--- src/logic/scr_ram_pkg.sv ---
////////////////////////////////////////////////////////////////////////////
// Sizes, S-box tables and request structs for the scrambled SRAM.
// Depth must stay a power of two so that the address map remains bijective.
////////////////////////////////////////////////////////////////////////////

package scr_ram_pkg;

  // Memory geometry
  localparam int DataWidth      = 32;
  localparam int Depth          = 1024;
  localparam int AddrWidth      = 10;

  // Keystream cipher, the IV is {nonce bits, plain address}
  localparam int KsWidth        = 64;
  localparam int KeyWidth       = 64;
  localparam int NonceWidth     = 64;
  localparam int DataNonceWidth = KsWidth - AddrWidth;

  // Diffusion works on byte slices so that byte masks keep working
  localparam int ByteWidth      = 8;
  localparam int NumBytes       = DataWidth / ByteWidth;

  // Round counts, the keystream register sits after NumKsRounds / 2
  localparam int NumKsRounds    = 4;
  localparam int NumDiffRounds  = 2;
  localparam int NumAddrRounds  = 2;

  // Entry i of the table sits at bits [4*i +: 4]
  localparam logic [63:0] SBox4    = 64'h4D5E_0876_19CA_23FB;
  localparam logic [63:0] SBox4Inv = 64'h1CE5_046A_98DF_237B;

  typedef logic [AddrWidth-1:0] addr_t;
  typedef logic [DataWidth-1:0] data_t;
  typedef logic [ByteWidth-1:0] byte_t;

  // Request towards the memory macro, wmask is a bit mask
  typedef struct packed {
    logic  req;
    logic  write;
    addr_t addr;
    data_t wdata;
    data_t wmask;
  } mem_req_t;

  // Host operation as seen in its grant cycle
  typedef struct packed {
    logic  write;
    addr_t addr;
    data_t wdata;
    data_t wmask;
  } host_req_t;

endpackage

--- src/logic/subst_perm.sv ---
////////////////////////////////////////////////////////////////////////////
// Keyed substitution/permutation network, purely combinational.
// Bits above the last full nibble bypass the S-box but do get permuted.
////////////////////////////////////////////////////////////////////////////

`timescale 1ns/1ps

module subst_perm #(
  parameter type data_t    = logic [7:0],
  parameter int  NumRounds = 2,
  parameter bit  Decrypt   = 1'b0
) (
  input  data_t data_i,
  input  data_t key_i,
  output data_t data_o
);

  localparam int Width      = $bits(data_t);
  localparam int NumNibbles = Width / 4;

  always_comb begin : p_rounds
    logic [Width-1:0] state;
    logic [Width-1:0] rev;
    state = data_i;
    rev   = '0;
    for (int r = 0; r < NumRounds; r++) begin
      if (!Decrypt) begin
        // Forward round: key, substitution, then bit reversal
        state = state ^ key_i;
        for (int n = 0; n < NumNibbles; n++) begin
          state[4*n +: 4] = scr_ram_pkg::SBox4[4 * state[4*n +: 4] +: 4];
        end
        for (int b = 0; b < Width; b++) begin
          rev[b] = state[Width-1-b];
        end
        state = rev;
      end else begin
        // Inverse round, the reversal is its own inverse
        for (int b = 0; b < Width; b++) begin
          rev[b] = state[Width-1-b];
        end
        state = rev;
        for (int n = 0; n < NumNibbles; n++) begin
          state[4*n +: 4] = scr_ram_pkg::SBox4Inv[4 * state[4*n +: 4] +: 4];
        end
        state = state ^ key_i;
      end
    end
    data_o = state;
  end

endmodule

--- config.mk ---
export PLATFORM = sky130hd
export DESIGN_NAME = subst_perm
export DESIGN_NICKNAME = d
export VERILOG_FILES = /design/src/logic/scr_ram_pkg.sv /design/src/logic/subst_perm.sv
export SDC_FILE = /design/constraint.sdc
export NUM_CORES = 1
export LEC_CHECK = 0
export BUFFER_PORTS_ARGS = -buffer_cell sky130_fd_sc_hd__buf_2
export CORE_UTILIZATION = 40
export DETAILED_ROUTE_END_ITERATION = 8
export GPL_ROUTABILITY_DRIVEN = 0
export PLACE_DENSITY = 0.65
export SLEW_MARGIN = 40
export SYNTH_ARGS = -nofsm -noshare
export SYNTH_HDL_FRONTEND = slang
export SYNTH_SLANG_ARGS = --single-unit
--- constraint.sdc ---
create_clock -name vclk -period 7.82
set_clock_uncertainty 0.2 [all_clocks]
set_input_delay 1.173 -clock vclk [all_inputs]
set_output_delay 1.173 -clock vclk [all_outputs]
set_load 0.02 [all_outputs]
==> out/results.tsv <==
metric	value	unit
number of global-route vias before repair	501	
core area	1750	sq um
Synthesized Nets	114	
final-report hold violation count	0	
Pleak	0.000465	uW
CP Launch Point	key_i[5]	
Seq Cell Count	0	
pin count of the biggest net entering global routing	10	
syn_area_per_cell	9.27	sq um
count of distinct cell types in the synthesized netlist	26	
max-slew violations	0	
Setup TNS Final	0	ns
Layout area overhead	20.2	%
Die Ht	45.3	um
mapped cell area	751	sq um
Comb power frac	100.0	%
first-pass GRT wire length	2030	um
post-DP HPWL	1140	um
total stage count of the critical path	11	
Cell Chain, Critical Path	buf_2, xor2_1, ha_1, inv_1, mux4_2, xnor2_1, inv_1, ha_1, a21oi_1, o211ai_1, buf_2	
Seq. cell area	0	sq um
std cell rows	15	
CP startpoint kind	primary input	
die width	45.3	um
share of cells above drive strength 1	37.1	%
hold_buf cts	0	
sequential power share	0	%
GR Util All Layers	12.9	%
DRC violations left	0	
cts repair resizes	0	
critical path type	primary input to primary output	
power density cells	164	nW/um^2
final worst path period need	4.77	ns
maximum clock rate	210	MHz
P_sw	84.7	uW
crit path to	data_o[4]	
Warnings, synthesis	0	
RSZ-0062 raised after global routing	false	
status	finished, final reports clean	
full die area	2050	sq um
Setup-failing EPs final	0	
P_int	62.9	uW
clock buffers	0	
HP Class	primary input to primary output	
Pre-antenna DRT Iters	3	
IO Count	24	
worst-margin pin slew	0.524	ns
global route overflow	0	
CP Max Fanout	6	
clock network fraction of total power	0	%
Req. time, crit path	6.45	ns
Worst setup EP type	primary output	
WL/cell	9.56	um
Ant. Diodes	0	
CP arrival	3.40	ns
Seq/Total Area, Yosys	0	%
Sw Share	57.4	%
kind of cell adding the most delay to the critical path	XOR/XNOR gates	
vias	612	
max_slew headroom	64.8	%
slowest stage cell, crit path	mux4_2	
Core Util, Final	51.7	%
initial drt markers	4	
Final Cycle Share	61.0	%
worst path bufs/invs	4	
antenna violations before repair	0	
nets@finish	140	
max cap viols	0	
Syn Inst Count	81	
Setup WS pre-CTS	3.04	ns
slack of the critical path	3.05	ns
initial core utilization	43.0	%
Detailed Route WL	1240	um
Setup Fix Bufs, Post-CTS	0	
Max stage delay on crit path	0.47	ns
maximum VDD drop	72.0	uV
PortBufs	24	
Routed Antenna Nets	0	
vias per inst	4.71	
logic make-up (layout without fill, tap and decap cells):
family                     Yosys count  count (layout)  share of synthesized area [%]
and+or+nand+nor                     14              14                           10.3
xor gates and xnor gates            16              16                           25.7
AOI/OAI and AO/OA                   14              14                           12.3
adders and majority gates           17              17                           28.3
muxes                                9               9                           17.8
buffers and inverters               11              35                           5.50
power groups by stage:
stage,clock [uW],sequential [uW],combinational [uW]
2_1_floorplan,0,0,113
3_3_place_gp,0,0,147
3_5_place_dp,0,0,149
4_1_cts,0,0,149
5_1_grt,0,0,163
6_report,0,0,148
layout by cell type, fill, tap and decap left out:
master / instances
nor2_1: 4
nand3_1: 1
mux4_2: 3
a211o_1: 1
o211ai_1: 1
nand3b_1: 2
a21oi_1: 6
o22ai_1: 2
mux2_4: 1
buf_2: 24
o21a_1: 2
mux2i_1: 4
a21oi_2: 1
nor2b_2: 1
a221o_1: 1
nand2_1: 3
xnor2_1: 4
nor3b_1: 1
inv_1: 10
ha_1: 17
xnor2_2: 4
inv_2: 1
and3_1: 1
xor2_1: 5
or3b_1: 1
mux2_2: 1
xor2_2: 3
Yosys cell counts (all sizes together) (2+ instances only):
| cell type | number | area share [%] |
|---|---|---|
| a21oi | 7 | 5.2 |
| ha | 17 | 28 |
| inv | 11 | 5.5 |
| mux2 | 2 | 3.5 |
| mux2i | 4 | 5.3 |
| mux4 | 3 | 9.0 |
| nand2 | 3 | 1.5 |
| nand3b | 2 | 2.0 |
| nor2 | 4 | 2.0 |
| o21a | 2 | 2.0 |
| o22ai | 2 | 1.7 |
| xnor2 | 8 | 13 |
| xor2 | 8 | 12 |
metal layers:
metal	track usage (%)	vias to the layer above	wire length, um
met5	0	-	0
met4	0	0	0
met3	0.400	0	39
met2	22.3	11	608
met1	18.7	275	596
li1	-	326	-
metrics by stage:
| step | cells | cell area [sq um] | total power (uW) | hold slack (ns) |
|---|---|---|---|---|
| CTS | 130 | 902 | 149 | 2.69 |
| finish | 130 | 902 | 148 | 2.68 |
| global route | 130 | 902 | 163 | 2.73 |
| detailed placement | 130 | 902 | 149 | 2.69 |
| floorplan | 81 | 751 | 113 | 2.45 |
| global placement | 130 | 902 | 147 | 2.69 |
layout make-up:
cell class | instances | area, sq um
fillers | 180 | 843
multi-input cells | 70 | 709
repair buffers | 24 | 120
inverters | 11 | 41.3
well taps | 25 | 31.3
how the worst min path moves through the flow:
stage / start / end / cells after the start
floorplan: key_i[7] / data_o[1] / 3
global placement: key_i[7] / data_o[2] / 4
detailed placement: key_i[7] / data_o[1] / 4
CTS: key_i[7] / data_o[1] / 4
global route: key_i[2] / data_o[7] / 4
finish: key_i[7] / data_o[1] / 4
No activity file was read; power rests on OpenSTA's default activity.
