==> config.mk <==
export PLATFORM = sky130hd
export DESIGN_NAME = keystream_gen
export DESIGN_NICKNAME = d
export VERILOG_FILES = /design/src/logic/scr_ram_pkg.sv /design/src/logic/keystream_gen.sv
export SDC_FILE = /design/constraint.sdc
export NUM_CORES = 1
export LEC_CHECK = 0
export BUFFER_PORTS_ARGS = -buffer_cell sky130_fd_sc_hd__buf_2
export CAP_MARGIN = 20
export CORE_UTILIZATION = 35
export DETAILED_ROUTE_END_ITERATION = 10
export HOLD_SLACK_MARGIN = 0.06
export SYNTH_ARGS = -nofsm -noshare
export SYNTH_HDL_FRONTEND = slang
export SYNTH_SLANG_ARGS = --single-unit
export TNS_END_PERCENT = 5
==> constraint.sdc <==
create_clock -name clk_i -period 7.98 [get_ports clk_i]
set_input_delay 1.596 -clock clk_i [delete_from_list [all_inputs] [get_ports clk_i]]
set_output_delay 1.596 -clock clk_i [all_outputs]
set_load 0.03 [all_outputs]
==> src/logic/scr_ram_pkg.sv <==
////////////////////////////////////////////////////////////////////////////
// Sizes, S-box tables and request structs for the scrambled SRAM.
// Depth must stay a power of two so that the address map remains bijective.
////////////////////////////////////////////////////////////////////////////

package scr_ram_pkg;

  // Memory geometry
  localparam int DataWidth      = 32;
  localparam int Depth          = 1024;
  localparam int AddrWidth      = 10;

  // Keystream cipher, the IV is {nonce bits, plain address}
  localparam int KsWidth        = 64;
  localparam int KeyWidth       = 64;
  localparam int NonceWidth     = 64;
  localparam int DataNonceWidth = KsWidth - AddrWidth;

  // Diffusion works on byte slices so that byte masks keep working
  localparam int ByteWidth      = 8;
  localparam int NumBytes       = DataWidth / ByteWidth;

  // Round counts, the keystream register sits after NumKsRounds / 2
  localparam int NumKsRounds    = 4;
  localparam int NumDiffRounds  = 2;
  localparam int NumAddrRounds  = 2;

  // Entry i of the table sits at bits [4*i +: 4]
  localparam logic [63:0] SBox4    = 64'h4D5E_0876_19CA_23FB;
  localparam logic [63:0] SBox4Inv = 64'h1CE5_046A_98DF_237B;

  typedef logic [AddrWidth-1:0] addr_t;
  typedef logic [DataWidth-1:0] data_t;
  typedef logic [ByteWidth-1:0] byte_t;

  // Request towards the memory macro, wmask is a bit mask
  typedef struct packed {
    logic  req;
    logic  write;
    addr_t addr;
    data_t wdata;
    data_t wmask;
  } mem_req_t;

  // Host operation as seen in its grant cycle
  typedef struct packed {
    logic  write;
    addr_t addr;
    data_t wdata;
    data_t wmask;
  } host_req_t;

endpackage

==> src/logic/keystream_gen.sv <==
////////////////////////////////////////////////////////////////////////////
// Reduced-round block cipher used in counter mode, one cycle of latency.
// The key is assumed static while requests are granted.
////////////////////////////////////////////////////////////////////////////

`timescale 1ns/1ps

module keystream_gen (
  input  logic                                 clk_i,
  input  logic                                 rst_ni,
  input  logic                                 valid_i,
  input  logic [scr_ram_pkg::KeyWidth-1:0]     key_i,
  input  logic [scr_ram_pkg::KsWidth-1:0]      iv_i,
  output logic [scr_ram_pkg::KsWidth-1:0]      keystream_o
);

  // One round: rotated key, S-box on all nibbles, fixed bit scatter
  function automatic logic [63:0] ks_round(logic [63:0] state_in, logic [63:0] key, int rnd);
    logic [63:0] s;
    logic [63:0] p;
    s = state_in ^ ((key << rnd) | (key >> (64 - rnd)));
    for (int n = 0; n < 16; n++) begin
      s[4*n +: 4] = scr_ram_pkg::SBox4[4 * s[4*n +: 4] +: 4];
    end
    // 13 is odd so this index map is a permutation of the 64 bits
    for (int i = 0; i < 64; i++) begin
      p[(i * 13) % 64] = s[i];
    end
    return p;
  endfunction

  logic [scr_ram_pkg::KsWidth-1:0] mid_d;
  logic [scr_ram_pkg::KsWidth-1:0] mid_q;

  // First half runs in the grant cycle
  always_comb begin : p_first_half
    logic [63:0] st;
    st = iv_i;
    for (int r = 0; r < scr_ram_pkg::NumKsRounds / 2; r++) begin
      st = ks_round(st, key_i, r);
    end
    mid_d = st;
  end

  always_ff @(posedge clk_i or negedge rst_ni) begin
    if (!rst_ni) begin
      mid_q <= '0;
    end else if (valid_i) begin
      mid_q <= mid_d;
    end
  end

  // Second half runs from the register, so the keystream is ready one cycle later
  always_comb begin : p_second_half
    logic [63:0] st;
    st = mid_q;
    for (int r = scr_ram_pkg::NumKsRounds / 2; r < scr_ram_pkg::NumKsRounds; r++) begin
      st = ks_round(st, key_i, r);
    end
    keystream_o = st;
  end

  // A delayed write reuses the keystream of its grant, so it must survive idle cycles
  a_mid_hold : assert property (@(posedge clk_i) disable iff (!rst_ni)
    !valid_i |=> $stable(mid_q));

endmodule

==> impl_metrics.toml <==
[run_status]
status = "finished, final reports clean"

[pwr]
switching_share = 0.5810
internal_power_mw = 2.392
power_frac_seq = 0.095
max-vdd-ir-drop_v = 0.0004032
p_switching_mw = 3.316
clkPwrFrac = 0.067
leakagePower_nw = 7.960
p_comb_frac = 0.838
p_per_area_nw_per_um2 = 346.1

[sta]
worst_slack_ns = 1.750
finalSetupViolations = 0
report.final.slew_viol_count = 0
finClkSkew_ns = 0
rsz0062_at_grt = "false"
tns_ns = 0
fin_crit_ns = 6.230
hold_viol = 0
fin_hold_ws_ns = 0.5056
relSlewSlack = 0.3809
worstMarginPinSlew_ns = 0.9221
finalCritPeriodShare = 0.7807
fmaxAchievable_mhz = 160.5

[cells_and_area]
final_cell_area_sq_um = 16490
area.growth.synth_to_final_pct = 10.95
fillers = 4203
multiInputGateArea_sq_um = 12150
top_register = "mid_q"
drive_above_1_share = 0.1633
seq_area_sq_um = 1602
largest_reg_flops = 64
antennaDiodeCount = 0
reg_top3 = "mid_q: 64 flops"
final_util = 0.3932
layout_common_cells = "ha_1, inv_1, buf_2"
fin_nets = 2319
final_common_cell = "ha_1"

[clock_network]
cts_tree = "yes"
clkLatencyLatePin_ns = 0.35
cts_buffers = 9
clock_path_buffers = 2
clkTransAtPathRegs_ns = 0.06
h-tree-depth = 3
clock-sinks = 64
root_buffer = "clkbuf_16"
ctsHoldBuffers = 0
post_cts_buffers = 0
cts_resized = 0

[logic_synthesis]
synth-edff-count = 0
ys_top_cells_by_area = "ha_1, dfrtp_1, xnor2_1"
seq_area_frac_synth = 0.1077
synth_top_family_by_area = "adder cells"
ys_types = 70
syn_nets = 2173
synthSimpleGateAreaFrac = 0.1231
synth_compound_area_frac = 0.1556
muxShareOfSynthArea = 0.1279
synthAdderAreaFrac = 0.2416
avgSynthCellArea_sq_um = 8.470
synthXorXnorAreaFrac = 0.1695
ys.flop_type = "dfrtp_1"
synth_cells = 1755
yosysWarnings = 0
yosys.area.top_type_share = 0.2416
synth_seq_cells = 64
synth_area_leader_cell = "ha_1"
synthArstFlopShare = 1.000
syn_area_sq_um = 14860

[run]
maxCapViolCount = 0

[floorplanning]
rows = 75
ios = 195
coreArea_sq_um = 41950
dieWidth_um = 208.1
start_util = 0.3544
fp.dieArea_sq_um = 43300
fp.dieH_um = 208.1

[global_route]
grt_usage = 0.2088
grt_overflow_total = 0
grt_antenna_before_repair = 2
grt_pass1_vias = 12150
grt_pass1_wl_um = 69490
grt_max_degree = 76

[drt]
wl_per_cell_um = 18.85
vias = 12760
drc = 0
first_pass_iters = 5
drt_iter0_markers = 617
ant_nets = 0
avgViaCountPerCell = 5.223
drt_wl_total_um = 46070

[setup_path]
cp-start-kind = "input port"
worst_r2r_path_depth = 2
worstPathArrival_ns = 4.63
required_ns = 6.38
critPathCaptureType = "primary output"
crit_fanout = 8
path_class = "in -> out"

[worst_hold_path]
min-delay-path-class = "reg -> reg"
holdPathStages = 2

[placed_design]
hpwl_um = 38640
port_buffers = 194
gp_congestion = 0.9170
placed_area_sq_um = 16220
post-place-ws_ns = 1.772
==> routing by layer <==
metal	up-vias	track usage	wire length, um
li1	6315	-	-
met1	6083	0.2713	21090
met2	301	0.3526	21380
met3	61	0.02687	2124
met4	4	0.07586	1453
met5	-	0	26
==> through the flow <==
| stage | power, mW | std cells |
|---|---|---|
| 4_1_cts | 5.744 | 2444 |
| 3_5_place_dp | 5.334 | 2429 |
| 3_3_place_gp | 5.223 | 2429 |
| 6_report | 5.708 | 2444 |
| 5_1_grt | 6.203 | 2444 |
| 2_1_floorplan | 4.114 | 1755 |
==> cell usage after synthesis (all sizes together), types with 3 or more instances <==
cell type,n
ha,287
inv,211
xnor2,147
xor2,115
nand2,104
mux2i,103
nor2,80
o21ai,79
dfrtp,64
a21oi,50
nand3,45
buf,40
a31oi,38
nor3,37
a211oi,26
mux4,26
mux2,25
and2,22
clkbuf,22
o21a,22
o31ai,18
nor2b,17
o221ai,16
nand2b,13
o211ai,13
nand4,12
and3,11
o21bai,11
nand3b,9
a211o,8
or3,8
a21o,7
or4,7
o221a,6
a221oi,5
a31o,5
o2111ai,5
or2,5
a22o,4
a2111oi,3
a311o,3
a41oi,3
nor3b,3
or3b,3
==> cell type report <==
cell class / instances / area share
Inverter: 212 / 0.04825
Sequential cell: 64 / 0.09711
Timing Repair Buffer: 197 / 0.06024
Tap cell: 539 / 0.04089
Clock buffer: 11 / 0.01533
Clock inverter: 4 / 0.001214
Multi-Input combinational cell: 1417 / 0.7370
==> power groups by stage <==
stage	clock network [mW]	logic (mW)	registers, mW
after detailed placement	0	4.78	0.552
final	0.381	4.78	0.544
after floorplan	0	3.62	0.491
after global routing	0.397	5.25	0.555
after CTS	0.384	4.81	0.548
after global placement	0	4.67	0.552
==> critical path, cell delays in order <==
cell and delay (ns):
buf_2 0.14, xnor2_1 0.73, inv_1 0.23, ha_1 0.26, inv_1 0.07, mux2i_1 0.07, o221ai_1 0.27, xor2_2 0.41
mux2_2 0.39, a221o_1 0.29, buf_2 0.18
==> final timing paths <==
path / from / to / slack, ns
worst max-delay path: key_i[55] / keystream_o[51] / 1.75
worst min-delay path: mid_q[54] / mid_q[54] / 0.51
worst max register to register: mid_q[12] / mid_q[12] / 6.96
worst min register to register: mid_q[54] / mid_q[54] / 0.51
max in group asynchronous: rst_ni / mid_q[20] / 5.91
min in group asynchronous: rst_ni / mid_q[18] / 1.48
==> logic make-up after synthesis <==
kind of cell | count (synthesis)
DFF | 64
buffers and inverters | 274
xor gates and xnor gates | 262
AOI/OAI and AO/OA | 337
muxes | 154
adders and majority gates | 287
and+or+nand+nor | 377
No activity file was read; power rests on OpenSTA's default activity.
