[src/logic/scr_ram_pkg.sv]
////////////////////////////////////////////////////////////////////////////
// Sizes, S-box tables and request structs for the scrambled SRAM.
// Depth must stay a power of two so that the address map remains bijective.
////////////////////////////////////////////////////////////////////////////

package scr_ram_pkg;

  // Memory geometry
  localparam int DataWidth      = 32;
  localparam int Depth          = 1024;
  localparam int AddrWidth      = 10;

  // Keystream cipher, the IV is {nonce bits, plain address}
  localparam int KsWidth        = 64;
  localparam int KeyWidth       = 64;
  localparam int NonceWidth     = 64;
  localparam int DataNonceWidth = KsWidth - AddrWidth;

  // Diffusion works on byte slices so that byte masks keep working
  localparam int ByteWidth      = 8;
  localparam int NumBytes       = DataWidth / ByteWidth;

  // Round counts, the keystream register sits after NumKsRounds / 2
  localparam int NumKsRounds    = 4;
  localparam int NumDiffRounds  = 2;
  localparam int NumAddrRounds  = 2;

  // Entry i of the table sits at bits [4*i +: 4]
  localparam logic [63:0] SBox4    = 64'h4D5E_0876_19CA_23FB;
  localparam logic [63:0] SBox4Inv = 64'h1CE5_046A_98DF_237B;

  typedef logic [AddrWidth-1:0] addr_t;
  typedef logic [DataWidth-1:0] data_t;
  typedef logic [ByteWidth-1:0] byte_t;

  // Request towards the memory macro, wmask is a bit mask
  typedef struct packed {
    logic  req;
    logic  write;
    addr_t addr;
    data_t wdata;
    data_t wmask;
  } mem_req_t;

  // Host operation as seen in its grant cycle
  typedef struct packed {
    logic  write;
    addr_t addr;
    data_t wdata;
    data_t wmask;
  } host_req_t;

endpackage

[src/logic/subst_perm.sv]
////////////////////////////////////////////////////////////////////////////
// Keyed substitution/permutation network, purely combinational.
// Bits above the last full nibble bypass the S-box but do get permuted.
////////////////////////////////////////////////////////////////////////////

`timescale 1ns/1ps

module subst_perm #(
  parameter type data_t    = logic [7:0],
  parameter int  NumRounds = 2,
  parameter bit  Decrypt   = 1'b0
) (
  input  data_t data_i,
  input  data_t key_i,
  output data_t data_o
);

  localparam int Width      = $bits(data_t);
  localparam int NumNibbles = Width / 4;

  always_comb begin : p_rounds
    logic [Width-1:0] state;
    logic [Width-1:0] rev;
    state = data_i;
    rev   = '0;
    for (int r = 0; r < NumRounds; r++) begin
      if (!Decrypt) begin
        // Forward round: key, substitution, then bit reversal
        state = state ^ key_i;
        for (int n = 0; n < NumNibbles; n++) begin
          state[4*n +: 4] = scr_ram_pkg::SBox4[4 * state[4*n +: 4] +: 4];
        end
        for (int b = 0; b < Width; b++) begin
          rev[b] = state[Width-1-b];
        end
        state = rev;
      end else begin
        // Inverse round, the reversal is its own inverse
        for (int b = 0; b < Width; b++) begin
          rev[b] = state[Width-1-b];
        end
        state = rev;
        for (int n = 0; n < NumNibbles; n++) begin
          state[4*n +: 4] = scr_ram_pkg::SBox4Inv[4 * state[4*n +: 4] +: 4];
        end
        state = state ^ key_i;
      end
    end
    data_o = state;
  end

endmodule

[src/logic/data_scrambler.sv]
////////////////////////////////////////////////////////////////////////////
// Keystream XOR plus per-byte diffusion, combinational in both directions.
////////////////////////////////////////////////////////////////////////////

`timescale 1ns/1ps

module data_scrambler (
  input  scr_ram_pkg::data_t wdata_i,
  input  scr_ram_pkg::data_t keystream_i,
  input  scr_ram_pkg::data_t rdata_scr_i,
  output scr_ram_pkg::data_t wdata_scr_o,
  output scr_ram_pkg::data_t rdata_o
);

  scr_ram_pkg::data_t wdata_xor;
  scr_ram_pkg::data_t rdata_xor;

  // Write side applies the keystream first
  assign wdata_xor = wdata_i ^ keystream_i;

  // Diffusion stays inside a byte so partial writes still line up with the mask
  for (genvar k = 0; k < scr_ram_pkg::NumBytes; k++) begin : gen_byte
    subst_perm #(
      .data_t    (scr_ram_pkg::byte_t),
      .NumRounds (scr_ram_pkg::NumDiffRounds),
      .Decrypt   (1'b0)
    ) u_enc (
      .data_i (wdata_xor[k*scr_ram_pkg::ByteWidth +: scr_ram_pkg::ByteWidth]),
      .key_i  ('0),
      .data_o (wdata_scr_o[k*scr_ram_pkg::ByteWidth +: scr_ram_pkg::ByteWidth])
    );

    subst_perm #(
      .data_t    (scr_ram_pkg::byte_t),
      .NumRounds (scr_ram_pkg::NumDiffRounds),
      .Decrypt   (1'b1)
    ) u_dec (
      .data_i (rdata_scr_i[k*scr_ram_pkg::ByteWidth +: scr_ram_pkg::ByteWidth]),
      .key_i  ('0),
      .data_o (rdata_xor[k*scr_ram_pkg::ByteWidth +: scr_ram_pkg::ByteWidth])
    );
  end

  // Read side ends with the keystream, which hides the cipher delay behind the macro
  assign rdata_o = rdata_xor ^ keystream_i;

endmodule

[config.mk]
export PLATFORM = sky130hd
export DESIGN_NAME = data_scrambler
export DESIGN_NICKNAME = d
export VERILOG_FILES = /design/src/logic/scr_ram_pkg.sv /design/src/logic/subst_perm.sv /design/src/logic/data_scrambler.sv
export SDC_FILE = /design/constraint.sdc
export NUM_CORES = 1
export LEC_CHECK = 0
export BUFFER_PORTS_ARGS = -buffer_cell sky130_fd_sc_hd__clkbuf_2
export CORE_MARGIN = 4
export CORE_UTILIZATION = 56
export DETAILED_ROUTE_END_ITERATION = 8
export PLACE_DENSITY = 0.83
export SLEW_MARGIN = 10
export SYNTH_ARGS = -nofsm -noshare
export SYNTH_HDL_FRONTEND = slang
export SYNTH_SLANG_ARGS = --single-unit
export TNS_END_PERCENT = 50
[constraint.sdc]
create_clock -name vclk -period 3.1
set_input_delay 0.62 -clock vclk [all_inputs]
set_output_delay 0.62 -clock vclk [all_outputs]
set_load 0.03 [all_outputs]
==> results of run 1 <==
## per-layer routing
metal,global-route usage (%),overflow
met1,75.4,4
met2,104,244
met3,64.7,4
met4,96.0,113
met5,19.6,0
## cells by family after synthesis
kind of cell,after synthesis,share of synthesized area (%)
simple gates,128,11.0
fa+ha+maj,139,30.7
compound gates,127,14.1
buf+inv,127,8.67
xor+xnor,73,13.0
mux,105,22.5
## what timing repair did
item / 4_1_cts
hold buffers: 0
buffers inserted: 13
pin swaps: 44
setup endpoints to repair: 48
gates resized for setup: 190
## Yosys cell counts (3+ instances only)
cell type and number:
ha_1 139, inv_1 104, mux2i_1 77, xor2_1 41
o21ai_0 40, nor2_1 37, a21oi_1 28, nand2_1 26
xnor2_1 22, nor3_1 20, nand3_1 19, mux4_2 16
mux2_2 11, buf_2 10, o21a_1 10, a21oi_2 8
xor2_2 8, inv_2 7, o211ai_1 7, o21ai_1 6
and2_1 5, a31oi_1 4, clkbuf_1 4, nor3b_1 4
o22a_1 4, a21o_1 3, a311oi_1 3, and3_1 3
and3b_1 3, nand2b_1 3, nand3b_1 3, o31ai_1 3
## metrics by stage
stage / setup slack, ns / instance area [sq um] / TNS (ns) / util, %
after global placement: -0.142 / 7560 / -2.06 / 77.0
after detailed placement: -0.246 / 7560 / -4.45 / 77.0
after CTS: -0.124 / 8550 / -1.29 / 87.1
after floorplan: -0.0420 / 5750 / -0.337 / -
==> metrics.md, run 1 <==
| Metric | Value |
|---|---|
| Largest cells by area after synthesis | `ha_1 31%, mux2i_1 14%, inv_1 6.9%, mux4_2 6.4%, xor2_1 6.3%` |
| Status | `aborted with a tool error` |
| Register area share after synthesis | `0%` |
| Height of the chip | `109 microns` |
| Grt total ovfl | `365` |
| Synthesized instance count | `699` |
| Post-synthesis cell type count | `48` |
| I/O pins | `160` |
| Gpl congestion | `0.849` |
| Synth warn | `0` |
| PortBufs | `160` |
| Initial Util | `57.8%` |
| Post-GRT worst EP | `rdata_o[2]` |
| Inst Count DP | `1099` |
| Stage reached | `5_1_grt` |
| FP Rows | `36` |
| Synth top area share | `30.7%` |
| Global Route Usage Sum | `82.6%` |
| Die X-Extent | `109 microns` |
| Largest net degree at the start of global routing | `10` |
| DPL Wire Length | `12600 microns` |
| Leading area contributor after synthesis | `ha_1` |
| Syn Area/Cell | `8.12 sq um` |
| Stop err | `[ERROR GRT-0232] Routing congestion too high. Check the congestion heatmap in the GUI.` |
| Worst_ep kind | `top-level output` |
| Mapped Area | `5670 sq um` |
| Syn Nets | `934` |
==> run 2: changes to the inputs <==
- CORE_UTILIZATION: 56 -> 40
- PLACE_DENSITY: 0.83 -> default
- PLACE_DENSITY_LB_ADDON: default -> 0.15
==> metrics.md, run 2 <==
| Metric | Value |
|---|---|
| Final Hold Viols | `0` |
| Synth warn | `0 (unchanged)` |
| HP Class | `input port to output pin` |
| Grt total ovfl | `0` |
| WP buf/inv | `5` |
| Fillcell total | `1080` |
| Fmax | `315 MHz` |
| Height of the chip | `127 microns (+17%)` |
| DRT antenna net count | `0` |
| Vias per cell | `5.07` |
| RSZ-0062 raised after global routing | `true` |
| Layout Nets | `1215` |
| Most common cell after layout, fill and taps aside | `buf_4` |
| Max cap viols | `0` |
| Slowest cell on crit path | `mux4_2` |
| Post-synthesis cell type count | `48 (unchanged)` |
| Min cycle time layout | `3.17 ns` |
| DPL Wire Length | `11900 microns (-5.7%)` |
| Final Non-Filler Cells | `1158` |
| Pwr dens | `314 nW/um^2` |
| Post-route worst setup slack | `-0.0731 ns` |
| Die ar. | `16200 sq um` |
| Post-Route WL | `16000 microns` |
| I/O pins | `160 (unchanged)` |
| Via count | `5876` |
| DR WL/cell | `13.8 microns` |
| Failing checks | `negative setup slack` |
| Gpl congestion | `0.826 (-2.7%)` |
| Clk_buf instances | `0` |
| CP endpoint kind | `output pin` |
| Syn Nets | `934 (unchanged)` |
| Initial Util | `40.9% (-17 points)` |
| # DRC | `0` |
| Register area share after synthesis | `0% (unchanged)` |
| Status | `complete, but fails checks` |
| Synthesized instance count | `699 (unchanged)` |
| Vias in the first global route | `5877` |
| Worst setup SP type | `input port` |
| Initial antenna violation count | `0` |
| VDD IR max | `0.234 mV` |
| Initial DRC count | `168` |
| Synth top area share | `30.7% (unchanged)` |
| CP cell instances | `buf_8 > buf_4 > ha_4 > mux4_2 > inv_4 > ha_4 > inv_2 > mux2i_1 > mux2i_1 > xnor2_1 > buf_4` |
| Crit-path max cell delay | `0.60 ns` |
| Most frequent cells in the layout | `139 x buf_4, 80 x clkbuf_2, 75 x mux2i_1` |
| Cell with the most instances after synthesis | `ha_1` |
| Mapped Area | `5670 sq um (unchanged)` |
| Area Growth Syn to Fin | `66.5%` |
| Largest cells by area after synthesis | `ha_1 31%, mux2i_1 14%, inv_1 6.9%, mux4_2 6.4%, xor2_1 6.3%` |
| Layout cells sized above 1 | `54.4%` |
| Worst Path Required | `2.48 ns` |
| Period utilisation layout | `102%` |
| DP Area | `7450 sq um (-1.5%)` |
| CP top delay family | `multiplexers` |
| Cell area after layout | `9450 sq um` |
| Leading area contributor after synthesis | `ha_1` |
| PortBufs | `160 (unchanged)` |
| Final setup vio count | `14` |
| Crit path kind | `input port to output pin` |
| First-pass GRT wire length | `25000 microns` |
| Worst-path maximum fanout | `5` |
| Setup TNS | `-0.405 ns` |
| LEAKAGE | `4.48 nW` |
| Die X-Extent | `127 microns (+17%)` |
| Commonest cells in the synthesized netlist | `139 x ha_1, 104 x inv_1, 77 x mux2i_1` |
| Global Route Usage Sum | `17.2%` |
| FF+latch area | `0 sq um` |
| Slew margin rel. | `57.0%` |
| Syn Area/Cell | `8.12 sq um (unchanged)` |
| CP arrival | `2.55 ns` |
| Sequential cell count | `0` |
| Max-slew violation count | `0` |
| Number of hold buffers added after CTS | `0 (unchanged)` |
| Worst-margin pin slew | `0.638 ns` |
| Antenna diodes | `0` |
| FP Rows | `43 (+19%)` |
| Pre-antenna DRT Iters | `4` |
| Largest net degree at the start of global routing | `10` |
| Core Footprint | `13900 sq um` |
| Inst Count DP | `1123 (+2.2%)` |
==> run 2: cell counts after synthesis <==
Identical to the previous run, type by type.
==> run 2: logic make-up (layout without fill, tap and decap cells) <==
logic type,after synthesis,after routing,share of synthesized area [%]
buffers and inverters,127,406,8.67
adder cells (fa/ha/maj),139,139,30.7
XOR/XNOR,73,73,13.0
AO/OA/AOI/OAI,127,127,14.1
multiplexers,105,105,22.5
AND/OR/NAND/NOR,128,128,11.0
==> run 2: stage by stage <==
step | power [mW] | hold slack [ns] | worst slack [ns] | utilization, %
2_1_floorplan | 1.65 | 1.36 | -0.0420 | -
3_3_place_gp | 2.33 | 1.58 | -0.186 | 53.7
3_5_place_dp | 2.38 | 1.58 | -0.193 | 53.7
4_1_cts | 2.65 | 1.58 | -0.0811 | 59.8
5_1_grt | 3.21 | 1.59 | -0.193 | 68.1
6_report | 2.97 | 1.57 | -0.0731 | 68.1
==> run 2: final cells by class <==
type	instances	area, sq um	share of cell area, %
multi-input cells	572	6420	68.0
repair buffers	295	2310	24.4
inverters	111	489	5.18
well taps	180	225	2.38
==> run 2: timing repair <==
| action | in CTS | in global routing |
|---|---|---|
| pin swaps | 35 | 66 |
| setup endpoints to repair | 44 | 62 |
| setup buffers | 14 | 21 |
| resized for setup | 169 | 292 |
==> run 2: worst paths after layout <==
check | to | cells past startpoint | slack [ns] | start
worst max-delay path | rdata_o[12] | 11 | -0.07 | rdata_scr_i[15]
worst min-delay path | rdata_o[15] | 3 | 1.57 | keystream_i[15]
==> run 2: layer usage <==
| metal | global-route usage (%) | part of all wire [%] | vias to the layer above |
|---|---|---|---|
| met5 | 0 | 0 | - |
| met4 | 1.70 | 1.1 | 0 |
| met3 | 1.30 | 4.0 | 18 |
| met2 | 33.9 | 55 | 137 |
| met1 | 20.9 | 40 | 2764 |
| li1 | - | - | 2957 |
==> run 2: power breakdown <==
part / internal [mW] / leakage [nW] / switching, mW
clock: 0 / 0 / 0
combinational: 1.32 / 4.48 / 1.65
sequential: 0 / 0 / 0
total: 1.32 / 4.48 / 1.65
Power figures use the tool's default switching activity.
