### config.mk
export PLATFORM = sky130hd
export DESIGN_NAME = pending_write_ctrl
export DESIGN_NICKNAME = d
export VERILOG_FILES = /design/src/logic/scr_ram_pkg.sv /design/src/logic/pending_write_ctrl.sv
export SDC_FILE = /design/constraint.sdc
export NUM_CORES = 1
export LEC_CHECK = 0
export BUFFER_PORTS_ARGS = -buffer_cell sky130_fd_sc_hd__buf_2
export CAP_MARGIN = 0
export CORE_AREA = 2 2 113 115
export CTS_BUF_LIST = sky130_fd_sc_hd__clkbuf_8
export DETAILED_ROUTE_END_ITERATION = 6
export DIE_AREA = 0 0 115 117
export GPL_TIMING_DRIVEN = 0
export HOLD_SLACK_MARGIN = 0.02
export PLACE_DENSITY = 0.67
export SETUP_SLACK_MARGIN = 0.02
export SLEW_MARGIN = 20
export SYNTH_ARGS = -nofsm -noshare
export SYNTH_HDL_FRONTEND = slang
export SYNTH_SLANG_ARGS = --single-unit
### constraint.sdc
create_clock -name clk_i -period 3 [get_ports clk_i]
set_clock_uncertainty 0.15 [all_clocks]
set_input_delay 0.45 -clock clk_i [delete_from_list [all_inputs] [get_ports clk_i]]
set_output_delay 0.45 -clock clk_i [all_outputs]
set_load 0.1 [all_outputs]
### src/logic/scr_ram_pkg.sv
////////////////////////////////////////////////////////////////////////////
// Sizes, S-box tables and request structs for the scrambled SRAM.
// Depth must stay a power of two so that the address map remains bijective.
////////////////////////////////////////////////////////////////////////////

package scr_ram_pkg;

  // Memory geometry
  localparam int DataWidth      = 32;
  localparam int Depth          = 1024;
  localparam int AddrWidth      = 10;

  // Keystream cipher, the IV is {nonce bits, plain address}
  localparam int KsWidth        = 64;
  localparam int KeyWidth       = 64;
  localparam int NonceWidth     = 64;
  localparam int DataNonceWidth = KsWidth - AddrWidth;

  // Diffusion works on byte slices so that byte masks keep working
  localparam int ByteWidth      = 8;
  localparam int NumBytes       = DataWidth / ByteWidth;

  // Round counts, the keystream register sits after NumKsRounds / 2
  localparam int NumKsRounds    = 4;
  localparam int NumDiffRounds  = 2;
  localparam int NumAddrRounds  = 2;

  // Entry i of the table sits at bits [4*i +: 4]
  localparam logic [63:0] SBox4    = 64'h4D5E_0876_19CA_23FB;
  localparam logic [63:0] SBox4Inv = 64'h1CE5_046A_98DF_237B;

  typedef logic [AddrWidth-1:0] addr_t;
  typedef logic [DataWidth-1:0] data_t;
  typedef logic [ByteWidth-1:0] byte_t;

  // Request towards the memory macro, wmask is a bit mask
  typedef struct packed {
    logic  req;
    logic  write;
    addr_t addr;
    data_t wdata;
    data_t wmask;
  } mem_req_t;

  // Host operation as seen in its grant cycle
  typedef struct packed {
    logic  write;
    addr_t addr;
    data_t wdata;
    data_t wmask;
  } host_req_t;

endpackage

### src/logic/pending_write_ctrl.sv
////////////////////////////////////////////////////////////////////////////
// Grant, one-cycle delayed writes and the pending write slot.
// Holds a single pending write, which is enough because a write grant never has a read.
////////////////////////////////////////////////////////////////////////////

`timescale 1ns/1ps

module pending_write_ctrl (
  input  logic                  clk_i,
  input  logic                  rst_ni,
  input  logic                  req_i,
  input  logic                  key_valid_i,
  input  scr_ram_pkg::host_req_t host_i,
  input  scr_ram_pkg::addr_t    addr_scr_i,
  input  scr_ram_pkg::data_t    wdata_scr_i,
  input  scr_ram_pkg::data_t    rdata_plain_i,
  output logic                  gnt_o,
  output scr_ram_pkg::data_t    wdata_o,
  output scr_ram_pkg::mem_req_t mem_o,
  output scr_ram_pkg::data_t    rdata_o,
  output logic                  rvalid_o
);

  logic               read_en;
  logic               write_en_d;
  logic               write_en_q;
  logic               write_pending_d;
  logic               write_pending_q;
  logic               rw_collision;
  logic               mem_write;
  logic               addr_collision_d;
  logic               addr_collision_q;
  logic               rvalid_q;
  scr_ram_pkg::addr_t waddr_scr_q;
  scr_ram_pkg::data_t wmask_q;
  scr_ram_pkg::data_t wdata_q;
  scr_ram_pkg::data_t wdata_scr_q;

  ////////////////////////////////////////////////////////////////////////////
  // Strobes

  // Without a valid key nothing is granted and the host retries
  assign gnt_o      = req_i & key_valid_i;
  assign read_en    = gnt_o & ~host_i.write;
  assign write_en_d = gnt_o & host_i.write;

  // A delayed or pending write may only use the macro when no read arrives
  assign mem_write    = (write_en_q | write_pending_q) & ~read_en;
  assign rw_collision = write_en_q & read_en;

  // Set when a fresh write loses to a read, cleared once it reaches the macro
  assign write_pending_d = mem_write    ? 1'b0 :
                           rw_collision ? 1'b1 :
                                          write_pending_q;

  // Read hitting the address of the write that has not landed yet
  assign addr_collision_d = read_en & (write_en_q | write_pending_q) &
                            (addr_scr_i == waddr_scr_q);

  ////////////////////////////////////////////////////////////////////////////
  // Memory request

  assign mem_o.req   = read_en | write_en_q | write_pending_q;
  assign mem_o.write = mem_write;
  assign mem_o.addr  = read_en ? addr_scr_i : waddr_scr_q;
  // The keystream has moved on once a read was granted, so use the saved copy
  assign mem_o.wdata = write_pending_q ? wdata_scr_q : wdata_scr_i;
  assign mem_o.wmask = wmask_q;

  assign wdata_o = wdata_q;

  ////////////////////////////////////////////////////////////////////////////
  // Read response

  // Masked bits of the latest write override what the macro returned
  assign rdata_o  = addr_collision_q ? ((wdata_q & wmask_q) | (rdata_plain_i & ~wmask_q)) :
                                       rdata_plain_i;
  assign rvalid_o = rvalid_q;

  always_ff @(posedge clk_i or negedge rst_ni) begin
    if (!rst_ni) begin
      write_en_q       <= 1'b0;
      write_pending_q  <= 1'b0;
      addr_collision_q <= 1'b0;
      rvalid_q         <= 1'b0;
    end else begin
      write_en_q       <= write_en_d;
      write_pending_q  <= write_pending_d;
      addr_collision_q <= addr_collision_d;
      rvalid_q         <= read_en;
    end
  end

  always_ff @(posedge clk_i) begin
    if (write_en_d) begin
      waddr_scr_q <= addr_scr_i;
      wmask_q     <= host_i.wmask;
      wdata_q     <= host_i.wdata;
    end
    if (rw_collision) begin
      wdata_scr_q <= wdata_scr_i;
    end
  end

  a_no_write_on_read : assert property (@(posedge clk_i) disable iff (!rst_ni)
    (gnt_o && !host_i.write) |-> !(mem_o.req && mem_o.write));

  a_rvalid_latency : assert property (@(posedge clk_i) disable iff (!rst_ni)
    1'b1 |=> (rvalid_o == $past(gnt_o && !host_i.write)));

endmodule

==> impl_metrics.toml, run 1 <==
[synthesis]
synth_area_per_cell_sq_um = 18.0
synth_warnings = 0
seq_area_frac_synth = 0.736
yosys_register_bits = 110
ys_top_cells_by_area = "edfxtp_1 (71%), mux2_2 (19%), nand2_1 (2.8%)"
synth.most_common_cell = "edfxtp_1"
netlist_area_sq_um = 4460
synthFlopType = "edfxtp_1"
ys_top_cells_by_count = "edfxtp_1 (106), mux2_2 (74), nand2_1 (33), xnor2_1 (8), buf_2 (5)"
synth_nets = 401
synth_edf_count = 106
syn_inst = 248
synth_cell_types = 17
synthArstFlopShare = 0.0364
yosysTopAreaCell = "edfxtp_1"
yosys.area.top_type_share = 0.714

[worst_setup_path]
crit_type = "reg -> out"
cp-start-kind = "register"
required_ns = 2.40
crit_path_max_fanout = 10
crit_arrival_ns = 2.08
endpoint_kind = "output port"

[detailed_routing]
drtAntennaViolNets = 0
vias_per_cell = 4.63
drc_errors = 0
dr.pass1.iters = 4
wl_per_cell_um = 16.5
routed_wl_um = 11500
first_iter_violations = 121
dr_total_vias = 3239

[global_routing]
grt_max_degree = 51
grt_overflow_total = 0
grt_pass1_vias = 3181
grt_use_total = 0.161
grt_pass1_wl_um = 16300
antenna_found_initial = 0

[floorplan]
die_area_sq_um = 13500
core-area_sq_um = 12300
die-height_um = 117
io_pins = 295
rows = 41
die_width_um = 115
start_util = 0.362

[cts]
cts_buffers = 9
post_cts_resized = 0
clk-insertion-delay-late_ns = 0.37
cts_max_path_buffers = 2
cts_tree = "built"
path_clk_slew_ns = 0.11
clock_sinks = 110
cts_root_buffer = "clkbuf_8"
htree_levels = 3

[sta]
period_needed_ns = 2.68
clock.fmax_mhz = 374
maxSlewHeadroom = 0.479
setup_viol = 0
report.final.slew_viol_count = 0
hold_viol = 0
finalCritPeriodShare = 0.892
worstMarginPinSlew_ns = 0.781
grt_setup_unrepaired = "no"

[cells_and_area]
multi_input_area_sq_um = 1130
drive_above_1_share = 0.698
nNetsFinal = 698
antenna_cells = 0
fin_util = 0.512
synthToLayoutAreaGrowth_pct = 41.3
regArea_sq_um = 3280
nFillCells = 1099

[power]
power_frac_seq = 0.481
fin_total_pwr_w = 0.00368
comb_power_share = 0.282
p_sw_frac = 0.372
peakVddDrop_mv = 0.348
internal_power_w = 0.00231
leakage_nw = 2.66
p_clk_frac = 0.237
cellPowerDensity_nw_per_um2 = 583
p_switching_w = 0.00137

[place]
gp_congestion = 0.888
dp_hpwl_um = 9080
port_buffers = 284

[worst_hold_path]
hp-class = "in -> reg"

[status]
status = "finished clean"

[job]
maxCapViolations = 0
[layout by cell type (no fill, tap or decap), drive strengths merged, types with 2 or more instances in the layout]
cell	Yosys	final
edfxtp	106	106
buf	6	291
and2	2	2
nor2	3	3
xor2	2	2
nand4	2	2
mux2	74	74
dfrtp	4	4
clkinvlp	0	2
nand2	33	33
xnor2	8	8
inv	1	2
clkbuf	3	12
clkinv	0	3
[cells by family (layout without fill, tap and decap cells)]
group / count (synthesis) / in the layout / share of synthesized area
buffers and inverters: 10 / 312 / 0.0107
multiplexers: 74 / 74 / 0.187
flip-flops: 110 / 110 / 0.736
XOR/XNOR: 10 / 10 / 0.0196
AND/OR/NAND/NOR: 44 / 44 / 0.0466
[path summary, 6_finish.rpt]
check / to / slack (ns) / depth (start not counted) / startpoint
setup / recovery: rdata_o[25] / 0.32 / 4 / addr_collision_q
hold / removal: wdata_o[10] / 0.09 / 1 / host_i[42]
setup reg to reg: wdata_scr_q[7] / 1.47 / 1 / write_en_q
hold reg to reg: write_pending_q / 0.43 / 2 / write_en_q
max in group asynchronous: rvalid_o / 2.30 / 2 / rst_ni
min in group asynchronous: addr_collision_q / 0.28 / 2 / rst_ni
[critical path, cell delays in order (launching register included)]
cell and delay (ns):
dfrtp_1 0.47, clkbuf_1 0.40, nand2_1 0.16, mux2_2 0.26, buf_2 0.42
[final cells by class]
cell class | instances | share of cell area
multi-input combinational | 128 | 0.180
buffer | 9 | 0.00695
tap | 150 | 0.0298
clock buffer | 9 | 0.0197
sequential | 110 | 0.521
timing repair buffer | 286 | 0.231
inverter | 1 | 0.000596
clock inverter | 7 | 0.0105
[power by group through the flow]
stage	logic (W)	clock network, W	registers, W
final	0.00104	0.000872	0.00177
after global routing	0.00107	0.000968	0.00177
after CTS	0.00104	0.000911	0.00177
after detailed placement	0.00104	0	0.00180
after global placement	0.00103	0	0.00180
after floorplan	0.000527	0	0.00210
[state kept, by name, summed over array words and instances, names as in the netlist]
name	flops
addr_collision_q	1
rvalid_o	1
waddr_scr_q	10
wdata_o	32
wdata_scr_q	32
wmask_q	32
write_en_q	1
write_pending_q	1
[what timing repair did]
item                      CTS  global route
hold endpoints to repair    4             0
hold buffers                1             0
buffers inserted            0             0
[metal layers]
layer  vias to the layer above  global-route usage  part of all wire  wire length [um]
met5                         -                   0                 0                 0
met4                         0              0.0739             0.018               211
met3                        13              0.0335             0.062               718
met2                       146               0.281              0.52              6000
met1                      1551               0.193              0.40              4590
li1                       1529                   -                 -                 -
[metrics by stage]
stage | setup slack, ns | setup TNS, ns | hold slack [ns] | area, sq um | instances
global route | 0.195 | 0 | 0.0589 | 6300 | 700
finish | 0.323 | 0 | 0.0914 | 6300 | 700
CTS | 0.239 | 0 | 0.0570 | 6300 | 700
global placement | -0.645 | -47.75 | 0.107 | 6070 | 682
detailed placement | 0.670 | 0 | 0.108 | 6100 | 683
floorplan | 0.162 | 0 | 0.00441 | 4460 | 248
(Power assumes the default switching activity.)
==> inputs of run 2 (changes only) <==
--- a/config.mk
+++ b/config.mk
@@ -5,15 +5,17 @@
 export SDC_FILE = /design/constraint.sdc
 export NUM_CORES = 1
 export LEC_CHECK = 0
+export ABC_AREA = 1
 export BUFFER_PORTS_ARGS = -buffer_cell sky130_fd_sc_hd__buf_2
 export CAP_MARGIN = 0
-export CORE_AREA = 2 2 113 115
+export CORE_ASPECT_RATIO = 0.5
+export CORE_MARGIN = 1
+export CORE_UTILIZATION = 47
 export CTS_BUF_LIST = sky130_fd_sc_hd__clkbuf_8
 export DETAILED_ROUTE_END_ITERATION = 6
-export DIE_AREA = 0 0 115 117
 export GPL_TIMING_DRIVEN = 0
 export HOLD_SLACK_MARGIN = 0.02
-export PLACE_DENSITY = 0.67
+export PLACE_DENSITY = 0.84
 export SETUP_SLACK_MARGIN = 0.02
 export SLEW_MARGIN = 20
 export SYNTH_ARGS = -nofsm -noshare
==> constraint.sdc (replaced) <==
create_clock -name clk_i -period 3.3 [get_ports clk_i]
set_clock_uncertainty 0.15 [all_clocks]
set_input_delay 0.495 -clock clk_i [delete_from_list [all_inputs] [get_ports clk_i]]
set_output_delay 0.495 -clock clk_i [all_outputs]
set_load 0.1 [all_outputs]
==> run 2 against run 1 <==
Net effect:
- via count grew 15%
- total power down 12%
- register-to-register slack better by 0.51 ns
- count of clock-buffer cells in the layout unchanged
==> impl_metrics.toml, run 2 <==
[status]
status = "finished clean"

[worst_hold_path]
hp-class = "in -> reg"
holdPathStages = 1

[global_routing]
grt_pass1_wl_um = 17400
grt_max_degree = 29
grt_use_total = 0.226
antenna_found_initial = 0
grt_pass1_vias = 3574
grt_overflow_total = 0

[floorplan]
io_pins = 295
die_width_um = 142
rows = 25
start_util = 0.485
die-height_um = 72.0
core-area_sq_um = 9480
die_area_sq_um = 10200

[worst_setup_path]
crit_type = "reg -> out"
cp-start-kind = "register"
reg2regPathDepth = 3
crit_path_max_fanout = 10
required_ns = 2.65
crit_arrival_ns = 1.78
endpoint_kind = "output port"

[cts]
htree_levels = 3
post-cts-setup-buffer-count = 0
cts_buffers = 9
cts_tree = "built"
path_clk_slew_ns = 0.10
cts_max_path_buffers = 2
cts_root_buffer = "clkbuf_8"
post_cts_resized = 0
clock_sinks = 110
clk-insertion-delay-late_ns = 0.35

[place]
gp_congestion = 0.816
dp_cells = 804
preCtsSetupSlack_ns = 0.950
dp_hpwl_um = 9290
port_buffers = 284

[job]
maxCapViolations = 0

[synthesis]
seq_area_frac_synth = 0.714
netlist_area_sq_um = 4600
synth_area_per_cell_sq_um = 12.1
synth_edf_count = 106
synth_warnings = 0
syn_inst = 381
ys_top_cells_by_count = "nand2_1 (167), edfxtp_1 (106), inv_1 (40), mux2i_1 (32), xnor2_1 (9)"
synth.most_common_cell = "nand2_1"
yosysTopAreaCell = "edfxtp_1"
synth_nets = 534
yosys_register_bits = 110
synthArstFlopShare = 0.0364
yosys.area.top_type_share = 0.692
ys_top_cells_by_area = "edfxtp_1 (69%), nand2_1 (14%), mux2i_1 (7.0%)"
synth_cell_types = 14
synthFlopType = "edfxtp_1"

[sta]
report.final.slew_viol_count = 0
setup_viol = 0
period_needed_ns = 2.43
final.setup.worst_slack_ns = 0.874
finalCritPeriodShare = 0.735
clock.fmax_mhz = 412
holdWs_ns = 0.159
hold_viol = 0
grt_setup_unrepaired = "no"
worstMarginPinSlew_ns = 0.511
maxSlewHeadroom = 0.662

[cells_and_area]
nFillCells = 732
regArea_sq_um = 3280
synthToLayoutAreaGrowth_pct = 40.6
antenna_cells = 0
fin_cells = 821
multi_input_area_sq_um = 1090
final_common_cell = "buf_2"
nNetsFinal = 834
drive_above_1_share = 0.464
final_cell_mix = "buf_2 (291), nand2_1 (167), edfxtp_1 (106)"

[power]
fin_total_pwr_w = 0.00325
leakage_nw = 3.29
peakVddDrop_mv = 0.242
cellPowerDensity_nw_per_um2 = 503

[detailed_routing]
dr_total_vias = 3730
wl_per_cell_um = 14.3
routed_wl_um = 11700
drc_errors = 0
drtAntennaViolNets = 0
first_iter_violations = 200
vias_per_cell = 4.54
dr.pass1.iters = 4
-- run 2: cell count changes in the layout (fill, tap and decap cells not counted), moves of 3 or more --
| cell | before | now |
|---|---|---|
| mux2i_1 | 0 | 32 |
| nor2_4 | 0 | 3 |
| inv_1 | 2 | 42 |
| mux2_2 | 74 | 0 |
| clkbuf_1 | 3 | 0 |
| nand2_1 | 33 | 167 |
| buf_6 | 0 | 3 |
-- run 2: layout make-up --
class / count / area share
Buffer: 13 / 0.0141
Multi-Input combinational cell: 217 / 0.168
Timing Repair Buffer: 289 / 0.236
Inverter: 41 / 0.0238
Sequential cell: 110 / 0.508
Tap cell: 135 / 0.0261
Clock inverter: 7 / 0.00522
Clock buffer: 9 / 0.0192
-- run 2: cell families (layout without fill, tap and decap cells) --
family / count (synthesis) / after routing / synth area share
AOI/OAI and AO/OA: 1 / 1 / 0.00109
xor gates and xnor gates: 9 / 9 / 0.0171
buffers and inverters: 54 / 359 / 0.0533
DFF: 110 / 110 / 0.714
muxes: 32 / 32 / 0.0696
and+or+nand+nor: 175 / 175 / 0.145
-- run 2: worst paths after layout --
| check | slack [ns] | start | end |
|---|---|---|---|
| setup / recovery | 0.87 | write_pending_q | mem_o[52] |
| hold / removal | 0.16 | host_i[16] | wmask_q[16] |
| setup reg to reg | 1.98 | write_en_q | wdata_scr_q[10] |
| hold reg to reg | 0.46 | waddr_scr_q[0] | addr_collision_q |
| max in group asynchronous | 2.53 | rst_ni | write_pending_q |
| min in group asynchronous | 0.34 | rst_ni | rvalid_o |
-- run 2: power breakdown --
part           switching (W)  total, W  leakage (nW)  internal (W)
Clock               0.000417  0.000680        0.0888      0.000263
Combinational       0.000802  0.000961          2.18      0.000160
Sequential         0.0000251   0.00161          1.02       0.00158
-- run 2: repair_timing --
| item | in CTS | in global routing |
|---|---|---|
| hold endpoints to repair | 4 | 0 |
| hold buffers | 1 | 0 |
| endpoints found under the setup margin | 0 | 0 |
-- run 2: worst max-delay path, cell delays in order, from the launching register on --
cell	delay [ns]
dfrtp_1	0.37
buf_4	0.15
inv_2	0.10
buf_2	0.22
nand2_1	0.09
nand2_1	0.07
buf_2	0.43
-- run 2: metal layers --
metal,part of all wire,global-route usage,vias to the layer above
met3,0.047,0.0601,11
met5,0,0,-
li1,-,-,1843
met2,0.54,0.419,131
met4,0.0099,0.0705,0
met1,0.41,0.261,1745
-- run 2: per-stage QoR --
step	instance area (sq um)	utilization	setup TNS (ns)
floorplan	4600	-	0
finish	6470	0.682	0
global route	6470	0.682	0
CTS	6470	0.682	0
global placement	6190	0.653	-55.85
detailed placement	6300	0.665	0
